[config.mk]
export PLATFORM = sky130hd
export DESIGN_NAME = core_ctrl_top
export DESIGN_NICKNAME = d
export VERILOG_FILES = /design/src/common/core_regs_pkg.sv /design/src/common/vita_time_pkg.sv /design/src/verilog/setting_reg.sv /design/src/verilog/misc_ctrl.sv /design/src/vita_time/vita_timekeeper.sv /design/src/verilog/readback_mux.sv /design/src/verilog/core_ctrl_top.sv
export SDC_FILE = /design/constraint.sdc
export NUM_CORES = 1
export LEC_CHECK = 0
export BUFFER_PORTS_ARGS = -buffer_cell sky130_fd_sc_hd__buf_2
export CAP_MARGIN = 15
export CELL_PAD_IN_SITES_DETAIL_PLACEMENT = 1
export CELL_PAD_IN_SITES_GLOBAL_PLACEMENT = 2
export CORE_UTILIZATION = 38
export CTS_BUF_LIST = sky130_fd_sc_hd__clkbuf_8
export CTS_CLUSTER_SIZE = 14
export DETAILED_ROUTE_END_ITERATION = 8
export GPL_TIMING_DRIVEN = 0
export PLACE_DENSITY = 0.86
export SYNTH_ARGS = -nofsm -noshare
export SYNTH_HDL_FRONTEND = slang
export SYNTH_SLANG_ARGS = --single-unit
[constraint.sdc]
create_clock -name dsp_clk -period 7.4 [get_ports dsp_clk]
set_input_delay 0.74 -clock dsp_clk [delete_from_list [all_inputs] [get_ports dsp_clk]]
set_output_delay 0.74 -clock dsp_clk [all_outputs]
set_load 0.05 [all_outputs]
[src/common/core_regs_pkg.sv]
// Settings bus, register map and control-line types used by the control plane modules
package core_regs_pkg;

   //////////////////////////////////////////////////
   // Settings bus

   localparam int SET_ADDR_W = 8;
   localparam int SET_DATA_W = 32;

   typedef struct packed {
      logic                  stb;    // Single-cycle write strobe
      logic [SET_ADDR_W-1:0] addr;
      logic [SET_DATA_W-1:0] data;
   } setting_bus_t;

   // Register group bases
   localparam logic [SET_ADDR_W-1:0] SR_MISC   = 8'd0;    // 7 regs
   localparam logic [SET_ADDR_W-1:0] SR_TIME64 = 8'd10;   // 3 regs

   //////////////////////////////////////////////////
   // Control lines

   // Clock generator
   typedef struct packed {
      logic       ready;
      logic [1:0] en;
      logic [1:0] sel;
   } clock_ctrl_t;

   typedef struct packed {
      logic enable;
      logic prbsen;
      logic loopen;
      logic rx_en;
   } serdes_ctrl_t;

   // Both ADC channels
   typedef struct packed {
      logic oe_a;
      logic on_a;
      logic oe_b;
      logic on_b;
   } adc_ctrl_t;

   localparam logic [7:0] LED_SRC_RESET = 8'b0001_1110;   // Status LEDs on hardware

   //////////////////////////////////////////////////
   // Readback

   // Word indices that carry data, the rest read zero
   typedef enum logic [3:0] {
      RB_TIME_SECS  = 4'd10,
      RB_TIME_TICKS = 4'd11,
      RB_COMPAT     = 4'd12,
      RB_PPS_SECS   = 4'd14,
      RB_PPS_TICKS  = 4'd15
   } rb_word_e;

   // Bump when the register map or behavior changes
   localparam logic [31:0] COMPAT_NUM = {16'd7, 16'd1};   // Major, minor

endpackage

[src/common/vita_time_pkg.sv]
// VITA time format, load modes and timekeeper states shared by the timing logic
package vita_time_pkg;

   // Seconds in the upper word
   typedef struct packed {
      logic [31:0] secs;
      logic [31:0] ticks;
   } vita_time_t;

   localparam logic [31:0] TICKS_PER_SEC_DEFAULT = 32'd100000000;   // 100 MHz dsp_clk

   //////////////////////////////////////////////////
   // Load control

   // Bit 0 of the mode write
   typedef enum logic {
      LOAD_NOW    = 1'b0,
      LOAD_ON_PPS = 1'b1
   } time_load_e;

   typedef enum logic {
      TK_IDLE  = 1'b0,
      TK_ARMED = 1'b1   // Waiting for PPS to apply the load
   } timekeeper_state_e;

endpackage

[src/verilog/setting_reg.sv]
// Single settings-bus register, loaded when a strobe hits its address
`timescale 1ns/10ps

module setting_reg #(
   parameter logic [core_regs_pkg::SET_ADDR_W-1:0] my_addr = '0,
   parameter int                                   width = 32,
   parameter logic [width-1:0]                     at_reset = '0
) (
   input  logic                        dsp_clk,
   input  logic                        por_rst,
   input  core_regs_pkg::setting_bus_t set_bus_i,
   output logic [width-1:0]            out_o
);

   logic hit;

   assign hit = set_bus_i.stb && (set_bus_i.addr == my_addr);

   always_ff @(posedge dsp_clk) begin
      if (por_rst) begin
         out_o <= at_reset;
      end else if (hit) begin
         out_o <= set_bus_i.data[width-1:0];   // Low bits only
      end
   end

   // Value moves only as a result of a write to this address
   a_write_only: assert property (
      @(posedge dsp_clk) disable iff (por_rst)
      !$past(hit) |-> $stable(out_o)
   ) else $error("setting_reg %0d changed without a write", my_addr);

endmodule

[src/verilog/misc_ctrl.sv]
// Miscellaneous control registers of the SR_MISC group and the status LED source mux
`timescale 1ns/10ps

module misc_ctrl (
   input  logic                        dsp_clk,
   input  logic                        por_rst,
   input  core_regs_pkg::setting_bus_t set_bus_i,
   input  logic                        run_tx_i,
   input  logic                        run_rx_i,
   input  logic                        clk_status_i,
   input  logic                        link_up_i,
   output core_regs_pkg::clock_ctrl_t  clock_ctrl_o,
   output core_regs_pkg::serdes_ctrl_t serdes_ctrl_o,
   output core_regs_pkg::adc_ctrl_t    adc_ctrl_o,
   output logic                        phy_resetn_o,
   output logic [7:0]                  leds_o
);

   localparam int CLK_W = $bits(core_regs_pkg::clock_ctrl_t);
   localparam int SER_W = $bits(core_regs_pkg::serdes_ctrl_t);
   localparam int ADC_W = $bits(core_regs_pkg::adc_ctrl_t);

   logic [CLK_W-1:0] clock_bits;
   logic [SER_W-1:0] serdes_bits;
   logic [ADC_W-1:0] adc_bits;
   logic             phy_reset;
   logic [7:0]       led_sw;
   logic [7:0]       led_src;
   logic [7:0]       led_hw;
   logic             led_sw_hit;

   //////////////////////////////////////////////////
   // Control registers

   setting_reg #(.my_addr(core_regs_pkg::SR_MISC + 8'd0), .width(CLK_W)) sr_clk (
      .dsp_clk(dsp_clk), .por_rst(por_rst), .set_bus_i(set_bus_i), .out_o(clock_bits)
   );

   setting_reg #(.my_addr(core_regs_pkg::SR_MISC + 8'd1), .width(SER_W)) sr_ser (
      .dsp_clk(dsp_clk), .por_rst(por_rst), .set_bus_i(set_bus_i), .out_o(serdes_bits)
   );

   setting_reg #(.my_addr(core_regs_pkg::SR_MISC + 8'd2), .width(ADC_W)) sr_adc (
      .dsp_clk(dsp_clk), .por_rst(por_rst), .set_bus_i(set_bus_i), .out_o(adc_bits)
   );

   setting_reg #(.my_addr(core_regs_pkg::SR_MISC + 8'd4), .width(1)) sr_phy (
      .dsp_clk(dsp_clk), .por_rst(por_rst), .set_bus_i(set_bus_i), .out_o(phy_reset)
   );

   assign clock_ctrl_o  = core_regs_pkg::clock_ctrl_t'(clock_bits);
   assign serdes_ctrl_o = core_regs_pkg::serdes_ctrl_t'(serdes_bits);
   assign adc_ctrl_o    = core_regs_pkg::adc_ctrl_t'(adc_bits);
   assign phy_resetn_o  = ~phy_reset;   // PHY reset pin is active low

   //////////////////////////////////////////////////
   // LEDs
   // Source bit 1 selects hardware status, 0 the software value

   setting_reg #(.my_addr(core_regs_pkg::SR_MISC + 8'd3), .width(8)) sr_led_sw (
      .dsp_clk(dsp_clk), .por_rst(por_rst), .set_bus_i(set_bus_i), .out_o(led_sw)
   );

   setting_reg #(
      .my_addr (core_regs_pkg::SR_MISC + 8'd6),
      .width   (8),
      .at_reset(core_regs_pkg::LED_SRC_RESET)
   ) sr_led_src (
      .dsp_clk(dsp_clk), .por_rst(por_rst), .set_bus_i(set_bus_i), .out_o(led_src)
   );

   assign led_hw = {3'b000, run_tx_i, run_rx_i, clk_status_i, link_up_i, 1'b0};
   assign leds_o = (led_src & led_hw) | (~led_src & led_sw);

   assign led_sw_hit = set_bus_i.stb && (set_bus_i.addr == core_regs_pkg::SR_MISC + 8'd3);

   // Software-owned LEDs show the written value the cycle after the write
   a_led_sw: assert property (
      @(posedge dsp_clk) disable iff (por_rst)
      led_sw_hit |=> ((leds_o & ~led_src) == ($past(set_bus_i.data[7:0]) & ~led_src))
   ) else $error("LED software bits do not follow led_sw write");

endmodule

[src/vita_time/vita_timekeeper.sv]
// VITA seconds/ticks timekeeper with immediate or PPS-aligned load and PPS time capture
`timescale 1ns/10ps

module vita_timekeeper #(
   parameter logic [31:0] ticks_per_sec = vita_time_pkg::TICKS_PER_SEC_DEFAULT
) (
   input  logic                        dsp_clk,
   input  logic                        por_rst,
   input  core_regs_pkg::setting_bus_t set_bus_i,
   input  logic                        pps_i,
   output vita_time_pkg::vita_time_t   vita_time_o,
   output vita_time_pkg::vita_time_t   vita_time_pps_o,
   output logic                        pps_int_o
);

   vita_time_pkg::vita_time_t         load_time;   // Staged secs/ticks
   vita_time_pkg::vita_time_t         time_next;
   vita_time_pkg::timekeeper_state_e  state;
   vita_time_pkg::time_load_e         load_mode;
   logic                              secs_hit;
   logic                              ticks_hit;
   logic                              mode_hit;
   logic [2:0]                        pps_sr;
   logic                              pps_evt;

   //////////////////////////////////////////////////
   // Settings decode

   assign secs_hit  = set_bus_i.stb && (set_bus_i.addr == core_regs_pkg::SR_TIME64 + 8'd0);
   assign ticks_hit = set_bus_i.stb && (set_bus_i.addr == core_regs_pkg::SR_TIME64 + 8'd1);
   assign mode_hit  = set_bus_i.stb && (set_bus_i.addr == core_regs_pkg::SR_TIME64 + 8'd2);
   assign load_mode = vita_time_pkg::time_load_e'(set_bus_i.data[0]);

   always_ff @(posedge dsp_clk) begin
      if (secs_hit) begin
         load_time.secs <= set_bus_i.data;
      end
      if (ticks_hit) begin
         load_time.ticks <= set_bus_i.data;
      end
   end

   //////////////////////////////////////////////////
   // PPS sync and edge detect

   always_ff @(posedge dsp_clk) begin
      if (por_rst) begin
         pps_sr  <= '0;
         pps_evt <= 1'b0;
      end else begin
         pps_sr  <= {pps_sr[1:0], pps_i};     // Two sync stages plus a delay tap
         pps_evt <= pps_sr[1] & ~pps_sr[2];   // Rising edge, one cycle wide
      end
   end

   assign pps_int_o = pps_evt;

   //////////////////////////////////////////////////
   // Counter and loads

   always_comb begin
      time_next = vita_time_o;
      if (vita_time_o.ticks == ticks_per_sec - 32'd1) begin
         time_next.secs  = vita_time_o.secs + 32'd1;   // Rollover
         time_next.ticks = '0;
      end else begin
         time_next.ticks = vita_time_o.ticks + 32'd1;
      end
   end

   always_ff @(posedge dsp_clk) begin
      if (por_rst) begin
         vita_time_o     <= '0;
         vita_time_pps_o <= '0;
         state           <= vita_time_pkg::TK_IDLE;
      end else begin
         if (mode_hit && load_mode == vita_time_pkg::LOAD_NOW) begin
            vita_time_o <= load_time;
         end else if (pps_evt && state == vita_time_pkg::TK_ARMED) begin
            vita_time_o <= load_time;   // PPS-aligned load
         end else begin
            vita_time_o <= time_next;
         end

         // PPS time is the value shown while pps_int_o is high, or the load
         if (pps_evt) begin
            vita_time_pps_o <= (state == vita_time_pkg::TK_ARMED) ? load_time : vita_time_o;
         end

         if (mode_hit) begin
            state <= (load_mode == vita_time_pkg::LOAD_ON_PPS) ?
                     vita_time_pkg::TK_ARMED : vita_time_pkg::TK_IDLE;
         end else if (pps_evt) begin
            state <= vita_time_pkg::TK_IDLE;
         end
      end
   end

   a_ticks_range: assert property (
      @(posedge dsp_clk) disable iff (por_rst)
      vita_time_o.ticks < ticks_per_sec
   ) else $error("ticks out of range: %0d", vita_time_o.ticks);

   a_pps_pulse: assert property (
      @(posedge dsp_clk) disable iff (por_rst)
      pps_int_o |=> !pps_int_o
   ) else $error("pps_int_o held for more than one cycle");

endmodule

[src/verilog/readback_mux.sv]
// Registered sixteen-word readback of time, PPS time and compatibility number
`timescale 1ns/10ps

module readback_mux (
   input  logic                      dsp_clk,
   input  logic                      por_rst,
   input  logic                      rb_stb_i,
   input  logic [3:0]                rb_addr_i,
   input  vita_time_pkg::vita_time_t vita_time_i,
   input  vita_time_pkg::vita_time_t vita_time_pps_i,
   output logic [31:0]               rb_data_o,
   output logic                      rb_ack_o
);

   logic [31:0] word_sel;

   // Words of dropped functions fall to zero
   always_comb begin
      case (core_regs_pkg::rb_word_e'(rb_addr_i))
         core_regs_pkg::RB_TIME_SECS:  word_sel = vita_time_i.secs;
         core_regs_pkg::RB_TIME_TICKS: word_sel = vita_time_i.ticks;
         core_regs_pkg::RB_COMPAT:     word_sel = core_regs_pkg::COMPAT_NUM;
         core_regs_pkg::RB_PPS_SECS:   word_sel = vita_time_pps_i.secs;
         core_regs_pkg::RB_PPS_TICKS:  word_sel = vita_time_pps_i.ticks;
         default:                      word_sel = '0;
      endcase
   end

   always_ff @(posedge dsp_clk) begin
      if (rb_stb_i) begin
         rb_data_o <= word_sel;   // Sampled at the strobe edge
      end
   end

   always_ff @(posedge dsp_clk) begin
      if (por_rst) begin
         rb_ack_o <= 1'b0;
      end else begin
         rb_ack_o <= rb_stb_i;
      end
   end

   a_ack_follows_stb: assert property (
      @(posedge dsp_clk) disable iff (por_rst)
      rb_ack_o |-> $past(rb_stb_i)
   ) else $error("rb_ack_o without a strobe");

endmodule

[src/verilog/core_ctrl_top.sv]
// Top level of the dsp_clk control plane, connecting control registers, timekeeper and readback
`timescale 1ns/10ps

module core_ctrl_top #(
   parameter logic [31:0] ticks_per_sec = vita_time_pkg::TICKS_PER_SEC_DEFAULT
) (
   input  logic                        dsp_clk,
   input  logic                        por_rst,
   // Settings and readback
   input  core_regs_pkg::setting_bus_t set_bus_i,
   input  logic                        rb_stb_i,
   input  logic [3:0]                  rb_addr_i,
   output logic [31:0]                 rb_data_o,
   output logic                        rb_ack_o,
   // Status for the LEDs
   input  logic                        run_tx_i,
   input  logic                        run_rx_i,
   input  logic                        clk_status_i,
   input  logic                        link_up_i,
   // Timing
   input  logic                        pps_i,
   output vita_time_pkg::vita_time_t   vita_time_o,
   output logic                        pps_int_o,
   // Control lines
   output core_regs_pkg::clock_ctrl_t  clock_ctrl_o,
   output core_regs_pkg::serdes_ctrl_t serdes_ctrl_o,
   output core_regs_pkg::adc_ctrl_t    adc_ctrl_o,
   output logic                        phy_resetn_o,
   output logic [7:0]                  leds_o
);

   vita_time_pkg::vita_time_t vita_time_pps;

   misc_ctrl misc_ctrl0 (
      .dsp_clk(dsp_clk), .por_rst(por_rst), .set_bus_i(set_bus_i),
      .run_tx_i(run_tx_i), .run_rx_i(run_rx_i),
      .clk_status_i(clk_status_i), .link_up_i(link_up_i),
      .clock_ctrl_o(clock_ctrl_o), .serdes_ctrl_o(serdes_ctrl_o),
      .adc_ctrl_o(adc_ctrl_o), .phy_resetn_o(phy_resetn_o), .leds_o(leds_o)
   );

   vita_timekeeper #(.ticks_per_sec(ticks_per_sec)) timekeeper0 (
      .dsp_clk(dsp_clk), .por_rst(por_rst), .set_bus_i(set_bus_i),
      .pps_i(pps_i), .vita_time_o(vita_time_o),
      .vita_time_pps_o(vita_time_pps), .pps_int_o(pps_int_o)
   );

   readback_mux readback0 (
      .dsp_clk(dsp_clk), .por_rst(por_rst),
      .rb_stb_i(rb_stb_i), .rb_addr_i(rb_addr_i),
      .vita_time_i(vita_time_o), .vita_time_pps_i(vita_time_pps),
      .rb_data_o(rb_data_o), .rb_ack_o(rb_ack_o)
   );

endmodule

# After elaboration in Yosys (flattened, before gate mapping)
# Index checks and enable logic that the tools add are counted.
# word_totals
ff_bits	260
wordCells	64
out_inout_bits	120
input_bits	53
# op_classes
eq_ne	14
add_sub_neg	2
n_bitwise	8
reduce_logical	14
muxes	9
# op_table
op	n
two-way mux 64 bit	3
one-hot mux 32 bit (5 select lines)	1
adder 32 x 1 -> 32 bit, second input constant	2
two-way mux 32 bit	2
equality test 32 x 27 -> 1 bit, second input constant	1
equality test 8 x 4 -> 1 bit, second input constant	3
equality test 4 bit, second input constant	5
equality test 8 x 2 -> 1 bit, second input constant	2
equality test 8 x 3 -> 1 bit, second input constant	2
logical AND 1 bit	11
AND 8 x 5 -> 8 bit	1
AND 8 bit	1
equality test 8 x 1 -> 1 bit, second input constant	1
zero test 8 bit	1
NOT 8 bit	1
bitwise OR 8 bit	1
two-way mux 1 bit	3
NOT 1 bit	3
nonzero test 3 bit	1
nonzero test 2 bit	1
AND 1 bit	1

# Logic depth before layout (Yosys ltp)
# Gate-level depths: netlist (run 1).
# depth
ltp_word	4
mapped_depth	8
ltp_nobuf	6

# By module
# Synthesis (run 1) repeated with hierarchy kept, for this count alone.
# unflattened
cells_unflattened	1147
area_unflattened_um2	12165.4
# modules_own_cells
mod	cells_per_inst	n_inst	area_per_inst_um2	seq_area_each_um2
vita_timekeeper	839	1	8619.5	4584.4
readback_mux	158	1	1949.4	980.9
setting_reg (misc_ctrl0.sr_adc ...)	19	2	214.0	80.1
setting_reg (misc_ctrl0.sr_led_sw)	36	1	386.6	160.2
setting_reg (misc_ctrl0.sr_led_src)	37	1	367.9	160.2
setting_reg (misc_ctrl0.sr_clk)	23	1	254.0	100.1
misc_ctrl	9	1	88.8	0.0
setting_reg (misc_ctrl0.sr_phy)	7	1	71.3	20.0

# Least setup slack after synthesis (run 1)
# OpenSTA, ideal clock, no wires.
# synth_timing
kind	input to register
start	in set_bus_i[37] (netlist name)
end	reg timekeeper0.load_time[0] (netlist name), enable pin
arrival_time_ns	4.833
setup_time_ns	0.513
setup_slack_ns	2.053
path_buffers	0
stages	3
t_required_ns	6.887
cell_sequence	nor4_1 nand2_1 nor4b_1
# synth_via
elab_chain_cells	2
# synth_lines
item	line_no	text
from (decl)	core_ctrl_top.sv:10	input core_regs_pkg::setting_bus_t set_bus_i,
equality test 8 x 4 -> 1 bit	vita_timekeeper.sv:30	assign ticks_hit = set_bus_i.stb && (set_bus_i.addr == core_regs_pkg::SR_TIME64 + 8'd1);
logical AND 1 bit	vita_timekeeper.sv:30	
net timekeeper0.ticks_hit	vita_timekeeper.sv:21	logic ticks_hit;
to (decl)	vita_timekeeper.sv:16	vita_time_pkg::vita_time_t load_time;
# The timed path passes the listed nets, and every way through them passes these cells.
# A chain may end at the register's enable or synchronous reset.

# Worst setup path after layout (run 1)
# layout_timing
start	in set_bus_i[37] (netlist name)
end	reg, netlist name timekeeper0.vita_time_o[12]
# layout_via
elab_chain_cells	4
# layout_lines
item	line_no	text
equality test 8 x 4 -> 1 bit	vita_timekeeper.sv:31	assign mode_hit = set_bus_i.stb && (set_bus_i.addr == core_regs_pkg::SR_TIME64 + 8'd2);
logical AND 1 bit	vita_timekeeper.sv:31	
logical AND 1 bit	vita_timekeeper.sv:77	if (mode_hit && load_mode == vita_time_pkg::LOAD_NOW) begin
two-way mux 64 bit	vita_timekeeper.sv:77	
# Every way passes these cells.

==> results of run 1 <==
==> power by group <==
group / internal (W) / switching, W
combinational: 0.0000403 / 0.000115
sequential: 0.00150 / 0.0000131
clock: 0.000638 / 0.000616
total: 0.00218 / 0.000745
==> cells in the final DEF, fill, tap and decap left out, types with 3 or more instances in the layout <==
| cell | n |
|---|---|
| nor3b_1 | 4 |
| a221o_1 | 4 |
| a22oi_1 | 56 |
| buf_4 | 7 |
| o21ai_0 | 19 |
| clkbuf_1 | 61 |
| dfxtp_1 | 164 |
| and2_1 | 4 |
| inv_1 | 33 |
| a211oi_1 | 75 |
| or4_1 | 13 |
| mux2i_1 | 87 |
| o31ai_1 | 13 |
| xnor2_1 | 23 |
| and3_2 | 3 |
| edfxtp_1 | 96 |
| clkbuf_8 | 53 |
| buf_1 | 7 |
| and4_1 | 6 |
| a31oi_1 | 8 |
| xor2_1 | 13 |
| nor4_1 | 14 |
| nor2b_1 | 12 |
| nand3_1 | 25 |
| nor2_1 | 119 |
| o2bb2ai_1 | 30 |
| clkinv_2 | 5 |
| or3_1 | 13 |
| nand4_1 | 22 |
| and3_1 | 7 |
| buf_6 | 4 |
| nand2_1 | 80 |
| mux2_2 | 4 |
| a311oi_1 | 15 |
| clkinv_1 | 8 |
| a21oi_1 | 13 |
| nor3_1 | 18 |
| buf_2 | 171 |
==> logic make-up (layout without fill, tap and decap cells) <==
kind of cell / Yosys count / count (layout) / share of synthesized area
and+or+nand+nor: 359 / 359 / 0.1593
xor gates and xnor gates: 36 / 36 / 0.02765
DFF: 260 / 260 / 0.5406
muxes: 91 / 91 / 0.08031
other: 0 / 2 / 0
adders and majority gates: 2 / 2 / 0.002194
AOI/OAI and AO/OA: 235 / 235 / 0.1525
buffers and inverters: 93 / 357 / 0.03741
==> state kept, by name (all words and copies together) (netlist names), 3 cells and up <==
| name | count |
|---|---|
| timekeeper0.load_time | 64 |
| timekeeper0.vita_time_o | 64 |
| timekeeper0.vita_time_pps_o | 64 |
| readback0.rb_data_o | 32 |
| misc_ctrl0.sr_led_src.out_o | 8 |
| misc_ctrl0.sr_led_sw.out_o | 8 |
| misc_ctrl0.sr_clk.out_o | 5 |
| misc_ctrl0.sr_adc.out_o | 4 |
| misc_ctrl0.sr_ser.out_o | 4 |
| timekeeper0.pps_sr | 3 |
==> metrics by stage <==
| stage | power, W | cell area (um^2) | hold slack (ns) |
|---|---|---|---|
| floorplan | 0.001636 | 11400 | 0.3674 |
| global placement | 0.001697 | 12740 | 0.3740 |
| detailed placement | 0.001703 | 12840 | 0.3889 |
| CTS | 0.002946 | 13690 | 0.3402 |
| global route | 0.003020 | 13690 | 0.3434 |
| finish | 0.002927 | 13690 | 0.3615 |
==> final cells by class <==
type | count | area, um^2
fill | 3377 | 15870
clock buffer | 48 | 660.6
buffer | 79 | 374.1
clock inverter | 36 | 182.7
antenna | 2 | 5.005
multi-input combinational | 723 | 4823
tap | 390 | 488.0
inverter | 14 | 52.55
sequential | 260 | 6166
timing repair buffer | 180 | 940.9
==> path summary, 6_finish.rpt <==
path | slack, ns | cells after the start | endpoint
hold / removal | 0.36 | 1 | timekeeper0.load_time[45]
setup / recovery | 4.25 | 8 | timekeeper0.vita_time_o[12]
setup reg to reg | 4.31 | 7 | timekeeper0.vita_time_o[12]
hold reg to reg | 0.39 | 1 | timekeeper0.pps_int_o
==> routing by layer <==
metal / vias to the layer above / global-route usage / wire length, um
met4: 4 / 0.06957 / 832
met1: 4855 / 0.3602 / 18510
met5: - / 0 / 23
li1: 4514 / - / -
met2: 310 / 0.4086 / 18230
met3: 62 / 0.04373 / 2253
==> critical path, delay by kind of cell <==
kind	cells	cell delay, ns
AO/OA/AOI/OAI	1	0.19
buffers and inverters	3	0.82
AND/OR/NAND/NOR	4	1.88
==> run metrics, run 1 <==
status completed; dpl cells 1,646; #FFs+latches synth 260; share of layout cells above drive strength 1 0.1985; commonest register cell after synthesis dfxtp_1; routability congestion estimate from global placement 0.8517; setup TNS 0 ns; Worst-Margin Slew 1.016 ns; Overflow after GRT 0; placeable core area 29,560 um^2; synth warn 0; pwr/cell area 213.8 nW/um^2; HP Class input port to flop; NumNets Final 1,358; final WL 39,850 um; top cell type's share of synthesized area 0.2879; initial antenna violation count 2; setup bufs post-CTS 0; max-slew violations 0; Peak VDD IR 0.0001045 V; Mapped Nets 1,131; Antenna Nets Post-Route 0; worst-path fanout max 10; most frequent cells after synthesis dfxtp_1, nor2_1, edfxtp_1; Mapped Avg Cell Area 10.60 um^2; crit end category flop; post-synth top area cell dfxtp_1; Detailed Routing Iterations Pass 1 5; post-DP HPWL 29,800 um; clock-pin slew on the worst setup and hold paths 0.06 ns; Critical Path Start Type input port; H-tree levels 2; Buffers on Ports 169; min-delay src set_bus_i[13]; Root Buffer clkbuf_8; Tmin final 3.152 ns; CP most frequent cell clkbuf_1; Reg-to-Reg Start timekeeper0.vita_time_o[0]; Final Cycle Share 0.4259; IO Pins 173; first-pass GRT wire length 60,090 um; GRT Util Overall 0.2572; Slew headroom 0.3214; clock buffer depth 3; Non-Filler Instances 1,732; Wirelength per Cell 23.01 um; Finished Core Util 0.4632; number of global-route vias before repair 9,711; Syn Inst Count 1,076; largest net degree at the start of global routing 34; die height 175.2 um; Starting Density 0.3858; Iteration-0 DRC Markers 677; total number of vias 9,745; final setup fails 0; Vias/cell 5.626; count leader, synth dfxtp_1; Hold Fails Final Rpt 0; fmax 0.3173 GHz; Final WS setup 4.248 ns; Seq/Total Area, Yosys 0.5406; Critical Path Source set_bus_i[37]; crit path kind input port to flop; synth-to-layout area growth 20.07%; post-CTS sizing 0; DRC viols 0; Unique masters post-synth 55; Synth async-reset ratio 0; Num Clock Sinks 260; Arr. time, crit path 3.64 ns; worst slack at placement 3.857 ns; Critical Path RT 7.89 ns; TritonCTS Buffers 45; clock latency on the worst-skew pair 0.57 ns; Synth Cell Area 11,400 um^2; # rows 63; Post-synth EDFFs 96; RSZ-0062 raised after global routing no; Crit path largest cell delay 0.85 ns; die area 30,710 um^2; die width 175.2 um; Synth area leaders dfxtp_1, edfxtp_1, mux2i_1; CTS Hold Buffers Added 0; CTS tree built; Cell Chain, Critical Path buf_2 -> nor4_1 -> nand4b_1 -> and2_1 -> clkbuf_1 -> nor2_1 -> clkbuf_1 -> o2bb2ai_1; Slowest cell on crit path nor4_1; max-cap violation count 0; Worst Skew 0.02724 ns; static leakage 4.839 nW
(Power assumes the default switching activity.)
==> run 2, diff against run 1 <==
--- a/config.mk
+++ b/config.mk
@@ -5,16 +5,17 @@
 export SDC_FILE = /design/constraint.sdc
 export NUM_CORES = 1
 export LEC_CHECK = 0
+export ABC_AREA = 1
 export BUFFER_PORTS_ARGS = -buffer_cell sky130_fd_sc_hd__buf_2
 export CAP_MARGIN = 15
 export CELL_PAD_IN_SITES_DETAIL_PLACEMENT = 1
 export CELL_PAD_IN_SITES_GLOBAL_PLACEMENT = 2
-export CORE_UTILIZATION = 38
+export CORE_UTILIZATION = 31
 export CTS_BUF_LIST = sky130_fd_sc_hd__clkbuf_8
 export CTS_CLUSTER_SIZE = 14
 export DETAILED_ROUTE_END_ITERATION = 8
 export GPL_TIMING_DRIVEN = 0
-export PLACE_DENSITY = 0.86
+export PLACE_DENSITY = 0.81
 export SYNTH_ARGS = -nofsm -noshare
 export SYNTH_HDL_FRONTEND = slang
 export SYNTH_SLANG_ARGS = --single-unit
==> constraint.sdc (replaced) <==
create_clock -name dsp_clk -period 2.73 [get_ports dsp_clk]
set_input_delay 0.273 -clock dsp_clk [delete_from_list [all_inputs] [get_ports dsp_clk]]
set_output_delay 0.273 -clock dsp_clk [all_outputs]
set_load 0.05 [all_outputs]
==> run metrics, run 2 <==
status completed; GRT Util Overall 0.2623 (+0.005178); clock latency on the worst-skew pair 0.58 ns (about the same); pwr/cell area 538.8 nW/um^2 (+150%); die width 202.9 um (+16%); Critical Path RT 3.25 ns (-4.64 ns); Post-synth EDFFs 96 (unchanged); HP Class input port to flop; routability congestion estimate from global placement 0.9574 (+12%); number of global-route vias before repair 12.83k (+32%); Overflow after GRT 0 (unchanged); NumNets Final 1,912 (+41%); post-CTS sizing 0 (unchanged); #FFs+latches synth 260 (unchanged); Peak VDD IR 0.0002661 V (+150%); DRC viols 0 (unchanged); share of layout cells above drive strength 1 0.1800 (-0.01847); max-cap violation count 0 (unchanged); Root Buffer clkbuf_8; fillers 4,962 (+47%); commonest non-fill, non-tap cell in the layout nand2_1; first-pass GRT wire length 79,920 um (+33%); synth warn 0 (unchanged); Finished Core Util 0.3868 (-0.07640); Total Power 0.008281 W (+180%); antenna cells 0 (-2); CTS Hold Buffers Added 33 (+33); Synth Cell Area 12,510 um^2 (+9.7%); final WL 53,810 um (+35%); Buffers on Ports 171 (+1.2%); Wirelength per Cell 22.25 um (-3.3%); RSZ-0062 raised after global routing no; Num Clock Sinks 260 (unchanged); initial antenna violation count 0 (-2); Mapped Nets 1,657 (+47%); hold slack final 0.09926 ns (-0.2622 ns); Worst Skew 0.008845 ns (-0.01840 ns); Critical Path Start Type flop; Synth async-reset ratio 0 (unchanged); Hold Fails Final Rpt 0 (unchanged); Starting Density 0.3150 (-0.07085); clock buffer depth 3 (unchanged); Slew headroom 0.2520 (-0.06938); most frequent cells in the layout nand2_1, inv_1, nor2_1; top flop regs timekeeper0.load_time x64, timekeeper0.vita_time_o x64, timekeeper0.vita_time_pps_o x64; Mapped Avg Cell Area 7.812 um^2 (-26%); crit end category flop; Seq/Total Area, Yosys 0.4927 (-0.04795); TritonCTS Buffers 45 (unchanged); max-slew violations 0 (unchanged); IO Pins 173 (unchanged); largest net degree at the start of global routing 34 (unchanged); Reg-to-Reg Start timekeeper0.pps_int_o; fmax 0.4015 GHz; Detailed Routing Iterations Pass 1 5 (unchanged); Arr. time, crit path 3.02 ns (-0.62 ns); Syn Inst Count 1,602 (+49%); Vias/cell 5.122 (-9.0%); Final Cycle Share 0.9123; crit path kind flop to flop; Unique masters post-synth 45 (-18%); final setup fails 0 (unchanged); setup bufs post-CTS 0 (unchanged); static leakage 6.586 nW (+36%); worst-path fanout max 10 (unchanged); post-DP HPWL 41,050 um (+38%); most frequent cells after synthesis nand2_1, inv_1, nor2_1; count leader, synth nand2_1; Tmin final 2.490 ns; synth-to-layout area growth 22.82%; top cell type's share of synthesized area 0.2623 (-0.02553); Iteration-0 DRC Markers 839 (+24%); placeable core area 39,730 um^2 (+34%); Worst-Margin Slew 1.122 ns (+0.1063 ns); total number of vias 12.39k (+27%); CTS tree built; die height 202.9 um (+16%); Critical Path Source timekeeper0.pps_int_o; dpl cell area 14,110 um^2 (+9.9%); post-synth top area cell dfxtp_1; min-delay src set_bus_i[35]; commonest register cell after synthesis dfxtp_1; # rows 73 (+16%); die area 41,180 um^2 (+34%); Synth area leaders dfxtp_1, edfxtp_1, nand2_1; clock-pin slew on the worst setup and hold paths 0.06 ns (about the same); H-tree levels 2 (unchanged); design area 15,370 um^2 (+12%); Antenna Nets Post-Route 0 (unchanged)
run 2: critical path: stages (launching register included):
cell	delay (ns)
dfxtp_1	0.60
inv_2	0.24
nor2_1	0.53
inv_2	0.16
clkbuf_1	0.41
nor2_1	0.24
o21ai_0	0.14
inv_1	0.10
run 2: cells by family (layout without fill, tap and decap cells):
| logic type | Yosys count | count (layout) | synth area share |
|---|---|---|---|
| xor+xnor | 25 | 25 | 0.01750 |
| buf+inv | 315 | 607 | 0.1030 |
| simple gates | 681 | 681 | 0.2349 |
| compound gates | 319 | 319 | 0.1500 |
| flops | 260 | 260 | 0.4927 |
| fa+ha+maj | 2 | 2 | 0.001999 |
run 2: worst paths after layout:
path / slack (ns) / to / cells past startpoint
worst max-delay path: 0.24 / timekeeper0.vita_time_pps_o[24] / 7
worst min-delay path: 0.1 / misc_ctrl0.sr_phy.out_o / 4
worst max register to register: 0.24 / timekeeper0.vita_time_pps_o[24] / 7
worst min register to register: 0.41 / timekeeper0.pps_int_o / 1
run 2: final cells by class:
type                            instances  area (um^2)  share of cell area
Inverter                              251        952.2             0.06195
Clock buffer                           52        715.7             0.04656
Timing Repair Buffer                  208         1247             0.08116
Tap cell                              525        656.9             0.04274
Clock inverter                         32        212.7             0.01384
Sequential cell                       260         6166              0.4012
Multi-Input combinational cell       1027         5082              0.3307
Buffer                                 64        336.6             0.02190
run 2: power breakdown:
| part | total, W | internal (W) | switching, W |
|---|---|---|---|
| clock | 0.00377 | 0.00203 | 0.00174 |
| combinational | 0.000450 | 0.000115 | 0.000335 |
| sequential | 0.00406 | 0.00404 | 0.0000167 |
run 2: per-layer routing:
metal,routed length [um],up-vias,global-route usage
li1,-,5753,-
met1,23020,6080,0.3350
met2,25550,455,0.4387
met3,3037,103,0.03820
met4,2206,0,0.1157
met5,0,-,0
run 2: metrics by stage:
| step | instances | TNS [ns] | setup slack, ns |
|---|---|---|---|
| after global routing | 2419 | 0 | 0.2163 |
| after detailed placement | 2302 | 0 | 0.3699 |
| after floorplan | 1602 | 0 | 0.02547 |
| after CTS | 2419 | 0 | 0.3667 |
| final | 2419 | 0 | 0.2395 |
| after global placement | 2298 | -82.86 | -1.543 |
